File: config.mk
export PLATFORM = sky130hd
export DESIGN_NAME = l2_cache_ctrl
export DESIGN_NICKNAME = d
export VERILOG_FILES = /design/src/hw/l2_cache_pkg.sv /design/src/hw/l2_bus_pkg.sv /design/src/hw/l2_cache_ctrl.sv
export VERILOG_INCLUDE_DIRS = /design/src /design/src/hw
export SDC_FILE = /design/constraint.sdc
export NUM_CORES = 1
export LEC_CHECK = 0
export ABC_CLOCK_PERIOD_IN_PS = 5700
export BUFFER_PORTS_ARGS = -buffer_cell sky130_fd_sc_hd__buf_2
export CORE_AREA = 2 2 309 311
export CTS_CLUSTER_SIZE = 12
export DETAILED_ROUTE_END_ITERATION = 10
export DIE_AREA = 0 0 311 313
export GPL_ROUTABILITY_DRIVEN = 1
export MAX_ROUTING_LAYER = met4
export PLACE_DENSITY = 0.3
export SLEW_MARGIN = 40
export SYNTH_ARGS = -nofsm -noshare
export SYNTH_HDL_FRONTEND = slang
export SYNTH_SLANG_ARGS = --single-unit
File: constraint.sdc
create_clock -name clk_i -period 5.7 [get_ports clk_i]
set_input_delay 1.14 -clock clk_i [delete_from_list [all_inputs] [get_ports clk_i]]
set_output_delay 1.14 -clock clk_i [all_outputs]
set_load 0.01 [all_outputs]
File: src/hw/l2_cache_params.svh
`ifndef L2_CACHE_PARAMS_SVH
`define L2_CACHE_PARAMS_SVH

// Core side address and data path
`define L2_ADDR_W       32
`define L2_WORD_W       32
`define L2_STRB_W       4

// Line geometry, 8 words of 4 bytes
`define L2_LINE_BYTES   32
`define L2_LINE_WORDS   8
`define L2_OFFS_W       5

// 64 sets, two ways per set
`define L2_SET_W        6

// Address bits above set index and offset
`define L2_TAG_W        21

`endif

File: src/hw/l2_cache_pkg.sv
`default_nettype none

`include "l2_cache_params.svh"

package l2_cache_pkg;

    // Address fields
    typedef logic [`L2_ADDR_W-1:0]              addr_t;
    typedef logic [`L2_SET_W-1:0]               set_idx_t;
    typedef logic [`L2_TAG_W-1:0]               tag_t;
    typedef logic [$clog2(`L2_LINE_WORDS)-1:0]  word_sel_t;

    // Way number, two ways
    typedef logic                               way_t;

    // Data path
    typedef logic [`L2_LINE_BYTES*8-1:0]        line_t;
    typedef logic [`L2_WORD_W-1:0]              word_t;
    typedef logic [`L2_STRB_W-1:0]              strb_t;

    // One stored entry per set and way
    typedef struct packed {
        logic valid;
        logic dirty;
        tag_t tag;
    } tag_entry_t;

    typedef enum logic [2:0] {
        ST_RESET,
        ST_LOOKUP,
        ST_EVICT,
        ST_EVICT_WAIT,
        ST_REFILL,
        ST_READ,
        ST_WRITE
    } cache_state_t;

endpackage

`default_nettype wire

File: src/hw/l2_bus_pkg.sv
`default_nettype none

package l2_bus_pkg;

    import l2_cache_pkg::*;

    // Core side, a write is any nonzero strobe
    typedef struct packed {
        logic  rd;
        strb_t strb;
        addr_t addr;
        word_t wdata;
    } core_req_t;

    typedef struct packed {
        logic  ack;
        logic  error;
        word_t rdata;
    } core_resp_t;

    // Memory side moves whole lines at line-aligned addresses
    typedef struct packed {
        logic  rd;
        logic  wr;
        addr_t addr;
        line_t wdata;
    } mem_req_t;

    typedef struct packed {
        logic  ack;
        logic  error;
        line_t rdata;
    } mem_resp_t;

endpackage

`default_nettype wire

File: src/hw/l2_cache_ctrl.sv
`timescale 1ns/1ps
`default_nettype none

`include "l2_cache_params.svh"

module l2_cache_ctrl
(
    input  wire                              clk_i,
    input  wire                              rst_i,
    // Core side
    input  wire l2_bus_pkg::core_req_t       core_req_i,
    output logic                             core_accept_o,
    output logic                             core_ack_o,
    output logic                             core_error_o,
    // Memory side
    output l2_bus_pkg::mem_req_t             mem_req_o,
    input  wire                              mem_accept_i,
    input  wire                              mem_ack_i,
    input  wire                              mem_error_i,
    // Array control
    output l2_cache_pkg::set_idx_t           rd_set_o,
    output l2_cache_pkg::set_idx_t           wr_set_o,
    output logic [1:0]                       tag_wr_o,
    output l2_cache_pkg::tag_entry_t         tag_entry_o,
    input  wire [1:0]                        hit_i,
    input  wire                              victim_dirty_i,
    input  wire l2_cache_pkg::tag_t          victim_tag_i,
    input  wire l2_cache_pkg::line_t         victim_line_i,
    output l2_cache_pkg::way_t               replace_way_o,
    output logic [1:0][`L2_LINE_BYTES-1:0]   data_mask_o,
    output l2_cache_pkg::word_sel_t          data_sel_o,
    output l2_cache_pkg::word_t              wdata_o,
    output logic                             refill_o
);

    import l2_cache_pkg::*;
    import l2_bus_pkg::*;

    localparam int BYTE_W = $clog2(`L2_STRB_W);
    localparam int SEL_W  = $bits(word_sel_t);
    localparam int TAG_LO = `L2_OFFS_W + `L2_SET_W;

    cache_state_t state_q;
    cache_state_t next_state;

    core_req_t  req_q;
    logic       req_write;
    logic       req_valid;
    logic       req_miss;
    set_idx_t   req_set;
    tag_t       req_tag;
    word_sel_t  req_sel;
    logic       same_word;

    set_idx_t   sweep_q;
    way_t       replace_way_q;
    logic       refill_sent_q;
    logic       refill_req;
    logic       error_q;
    logic [`L2_LINE_BYTES-1:0] word_mask;

    assign req_write = |req_q.strb;
    assign req_valid = req_q.rd || req_write;
    assign req_miss  = req_valid && !(|hit_i);
    assign req_set   = req_q.addr[`L2_OFFS_W +: `L2_SET_W];
    assign req_tag   = req_q.addr[TAG_LO +: `L2_TAG_W];
    assign req_sel   = req_q.addr[BYTE_W +: SEL_W];

    // --------------------------------------------------
    // Core handshake
    // --------------------------------------------------
    // Read of the word just written must wait for the write to land
    assign same_word = req_write && core_req_i.rd &&
        (core_req_i.addr[`L2_ADDR_W-1:BYTE_W] == req_q.addr[`L2_ADDR_W-1:BYTE_W]);

    assign core_accept_o = (state_q == ST_LOOKUP) && !req_miss && !same_word;
    assign core_ack_o    = (state_q == ST_LOOKUP) && req_valid && (|hit_i);
    assign core_error_o  = error_q;

    always_ff @(posedge clk_i)
    begin
        if (rst_i)
            req_q <= '0;
        else if (core_accept_o)
            req_q <= core_req_i;
        else if (core_ack_o)
            req_q <= '0;
    end

    // --------------------------------------------------
    // State machine
    // --------------------------------------------------
    always_comb
    begin
        next_state = state_q;
        case (state_q)
            ST_RESET:
                if (&sweep_q)
                    next_state = ST_LOOKUP;
            ST_LOOKUP:
                if (req_miss)
                    next_state = victim_dirty_i ? ST_EVICT : ST_REFILL;
            ST_EVICT:
                if (mem_accept_i)
                    next_state = ST_EVICT_WAIT;
            ST_EVICT_WAIT:
                if (mem_ack_i)
                    next_state = ST_REFILL;
            ST_REFILL:
                if (mem_ack_i)
                    next_state = req_write ? ST_WRITE : ST_READ;
            ST_READ, ST_WRITE:
                next_state = ST_LOOKUP;
            default:
                next_state = ST_RESET;
        endcase
    end

    always_ff @(posedge clk_i)
    begin
        if (rst_i)
        begin
            state_q       <= ST_RESET;
            sweep_q       <= '0;
            replace_way_q <= 1'b0;
            refill_sent_q <= 1'b0;
        end
        else
        begin
            state_q <= next_state;
            if (state_q == ST_RESET)
                sweep_q <= sweep_q + 1'b1;
            // Round robin moves on once a miss has finished
            if (state_q == ST_READ || state_q == ST_WRITE)
                replace_way_q <= ~replace_way_q;
            if (refill_req && mem_accept_i)
                refill_sent_q <= 1'b1;
            else if (state_q == ST_REFILL && mem_ack_i)
                refill_sent_q <= 1'b0;
        end
    end

    // Set by a memory error, cleared once the core has seen it
    always_ff @(posedge clk_i)
    begin
        if (rst_i)
            error_q <= 1'b0;
        else if (mem_ack_i && mem_error_i)
            error_q <= 1'b1;
        else if (core_ack_o)
            error_q <= 1'b0;
    end

    // --------------------------------------------------
    // Memory request
    // --------------------------------------------------
    assign refill_req = (state_q == ST_REFILL) && !refill_sent_q;

    always_comb
    begin
        mem_req_o.rd    = refill_req;
        mem_req_o.wr    = (state_q == ST_EVICT);
        mem_req_o.addr  = refill_req ? {req_tag, req_set, {`L2_OFFS_W{1'b0}}}
                                     : {victim_tag_i, req_set, {`L2_OFFS_W{1'b0}}};
        mem_req_o.wdata = victim_line_i;
    end

    // --------------------------------------------------
    // Array control
    // --------------------------------------------------
    // Read side follows the incoming request whenever it can be taken
    assign rd_set_o      = core_accept_o ? core_req_i.addr[`L2_OFFS_W +: `L2_SET_W] : req_set;
    assign data_sel_o    = core_accept_o ? core_req_i.addr[BYTE_W +: SEL_W] : req_sel;
    assign wr_set_o      = (state_q == ST_RESET) ? sweep_q : req_set;
    assign wdata_o       = req_q.wdata;
    assign refill_o      = (state_q == ST_REFILL);
    assign replace_way_o = replace_way_q;

    always_comb
    begin
        word_mask = '0;
        word_mask[req_sel*`L2_STRB_W +: `L2_STRB_W] = req_q.strb;
        tag_wr_o    = 2'b00;
        tag_entry_o = '{valid: 1'b1, dirty: 1'b1, tag: req_tag};
        data_mask_o = '0;
        case (state_q)
            ST_RESET:
            begin
                tag_wr_o          = 2'b11;
                tag_entry_o.valid = 1'b0;
                tag_entry_o.dirty = 1'b0;
            end
            ST_LOOKUP:
            begin
                // Write hit, merge bytes and mark dirty
                if (req_write)
                begin
                    tag_wr_o = hit_i;
                    for (int w = 0; w < 2; w++)
                        data_mask_o[w] = word_mask & {`L2_LINE_BYTES{hit_i[w]}};
                end
            end
            ST_REFILL:
            begin
                if (mem_ack_i)
                begin
                    tag_wr_o[replace_way_q]    = 1'b1;
                    tag_entry_o.dirty          = 1'b0;
                    data_mask_o[replace_way_q] = '1;
                end
            end
            ST_WRITE:
            begin
                tag_wr_o[replace_way_q]    = 1'b1;
                data_mask_o[replace_way_q] = word_mask;
            end
            default:
                ;
        endcase
    end

    a_mem_rd_wr_excl: assert property (@(posedge clk_i) disable iff (rst_i)
        !(mem_req_o.rd && mem_req_o.wr));

    // Pending memory request keeps address and data until taken
    a_mem_req_hold: assert property (@(posedge clk_i) disable iff (rst_i)
        (mem_req_o.rd || mem_req_o.wr) && !mem_accept_i |=> $stable(mem_req_o));

endmodule

`default_nettype wire

==> reports/results.ini <==
[hold_path]
min_from = wdata_o[0]
hold_end = wdata_o[0]
holdPathStages = 1
hold_path.class = reg -> reg

[place]
port_buffers = 265
gp_congestion = 0.703
dpl_cell_area_sq_um = 7100
place_ws_ns = 0.924
dp_hpwl_mm = 22.7

[route]
drt_pass1_iterations = 5
first_iter_violations = 212
routed_wl_mm = 27.5
vias = 4988
via_per_inst = 2.48
wl_per_cell_microns = 13.7
drc = 0
ant_nets = 0

[clocking]
cts_root_buf = clkbuf_16
cts_made_buffers = 9
cts_resized = 0
clkTransAtPathRegs_ns = 0.07
cts_tree = built
cts_setup_buffers = 0
cts_sinks = 79
postCtsHoldBufs = 0
clk_latency_ns = 0.39
cts_buffer_depth = 2
h-tree-depth = 3

[floorplanning]
rows = 113
boundaryPins = 785
core_area_sq_um = 94200
initial_utilization_pct = 7.02
die-area_sq_um = 97300
die_y_microns = 313
die_w_microns = 311

[sta]
rsz0062_at_grt = false
worst_slew_pin_slew_ns = 0.652
fin_setup_tns_ns = 0
finalSetupViolations = 0
worst_slack_ns = 1.14
clock_skew_ns = 0.0199
fmax_ghz = 0.219
post-route-min-period_ns = 4.56
relSlewSlack_pct = 56.5
finalHoldViolCount = 0
slew_viol_final = 0
finalCritPeriodShare_pct = 79.9

[power_and_ir_drop]
switchingPower_mw = 1.01
clockPowerShare_pct = 26.8
p_int_mw = 1.43
combPwrFrac_pct = 41.5
peakVddDrop_mv = 0.135
seqPwrFrac_pct = 31.8
power.total_mw = 2.45
power.density_nw_per_um2 = 330
netSwitchingFraction_pct = 41.4
leakagePower_nw = 3.06

[grt]
grt_overflow_total = 0
grt_max_degree = 34
grt_pass1_wl_mm = 36.9
antenna_found_initial = 1
grt_pass1_vias = 4859
grt_usage_pct = 5.58

[finish]
utilization_pct = 7.87
drive_above_1_share_pct = 45.4
num_antenna_cells = 0
syn_to_final_growth_pct = 12.1
final_cell_mix = buf_2 (265), dfxtp_1 (79), nand2_1 (73)
nets = 1098
final_area_sq_um = 7410
final_common_cell = buf_2

[synthesis]
synth-edff-count = 0
ys_warn_count = 0
synth_cells = 796
yosysSeqAreaShare_pct = 23.9
ys.flop_type = dfxtp_1
synth-seq-cells = 79
avgSynthCellArea_sq_um = 8.31
syn-cell-area_sq_um = 6610
ys_types = 47
async_reset_ff_share_pct = 0

[setup_path]
reg2reg_from = req_q[65]
startpoint_type = primary input
critical_path_class = in -> out
endpoint_kind = output port
r2r_end = wdata_o[2]
cp.arrival_ns = 3.42
rr_worst_depth = 9
reg2reg_slack_ns = 2.74
cp_max_fo = 10
worstPathRequired_ns = 4.56

[job]
max-cap-violations = 0

[status]
status = finished clean

## kinds of logic after synthesis
group	after synthesis	synth area share, %
muxes	29	4.94
DFF	79	23.9
and+or+nand+nor	145	10.1
buffers and inverters	364	40.5
xor gates and xnor gates	36	4.77
other	1	0.0567
AOI/OAI and AO/OA	138	15.0
adders and majority gates	4	0.757
## worst max path at each step
stage,startpoint,endpoint,slack (ns),depth (start not counted)
after floorplan,core_req_i[49],data_sel_o[0],2.26,6
after global placement,core_req_i[49],data_sel_o[1],0.96,9
after detailed placement,core_req_i[49],data_sel_o[0],0.92,9
after CTS,core_req_i[49],data_sel_o[0],0.92,9
after global routing,core_req_i[49],data_sel_o[0],0.82,9
final,core_req_i[49],data_sel_o[0],1.14,9
## layer usage
layer / up-vias / global-route usage [%] / wire length (microns)
li1: 2244 / - / -
met1: 2275 / 6.41 / 11500
met2: 323 / 7.90 / 11800
met3: 146 / 2.27 / 2550
met4: 0 / 3.79 / 1630
met5: - / - / 0
## cell type report
class	instances	area, sq um
Clock buffer	10	239
Clock inverter	6	75.1
Fill cell	11117	86800
Inverter	9	33.8
Multi-Input combinational cell	357	2390
Sequential cell	79	1580
Tap cell	1265	1580
Timing Repair Buffer	284	1510
## per-stage QoR
stage,instances,hold WS (ns)
after floorplan,800,0.450
after global placement,1990,0.456
after detailed placement,1994,0.459
after CTS,2010,0.483
after global routing,2010,0.508
final,2010,0.477
## worst max-delay path: stages
cell	delay [ns]
buf_2	0.11
xnor2_1	0.13
buf_4	0.17
nand4_1	0.31
nor4_1	0.38
nand2_1	0.21
nand2_2	0.39
mux2_2	0.41
buf_2	0.15
## registers in the layout (all words and copies together) (netlist names)
signal,cells
replace_way_o,1
req_q,14
refill_sent_q,1
sweep_q,6
tag_entry_o,21
core_error_o,1
state_q,3
wdata_o,32
## power by group through the flow
stage	combinational, mW	sequential (mW)	clock, mW
detailed placement	1.06	0.792	0
global placement	1.03	0.789	0
CTS	1.06	0.781	0.712
floorplan	0.900	0.738	0
global route	1.13	0.799	0.724
finish	1.01	0.778	0.655
## cells in the mapped netlist (all sizes together) (2+ instances only)
| master | n | share of area, % |
|---|---|---|
| xnor2 | 33 | 4.4 |
| and2 | 2 | 0.19 |
| nand2b | 4 | 0.38 |
| buf | 338 | 39 |
| nand3 | 9 | 0.68 |
| dfxtp | 79 | 24 |
| a2bb2oi | 2 | 0.26 |
| nand4 | 10 | 0.95 |
| clkbuf | 17 | 0.97 |
| ha | 4 | 0.76 |
| a22o | 66 | 8.7 |
| nor2 | 23 | 1.3 |
| a21oi | 8 | 0.61 |
| o21ai | 50 | 3.8 |
| nor4 | 6 | 0.57 |
| a211oi | 2 | 0.23 |
| xor2 | 3 | 0.40 |
| nor3 | 7 | 0.53 |
| mux2 | 29 | 4.9 |
| nor3b | 2 | 0.23 |
| nand2 | 74 | 4.2 |
| inv | 8 | 0.45 |
Note: power is estimated with default switching activity, not from simulation.
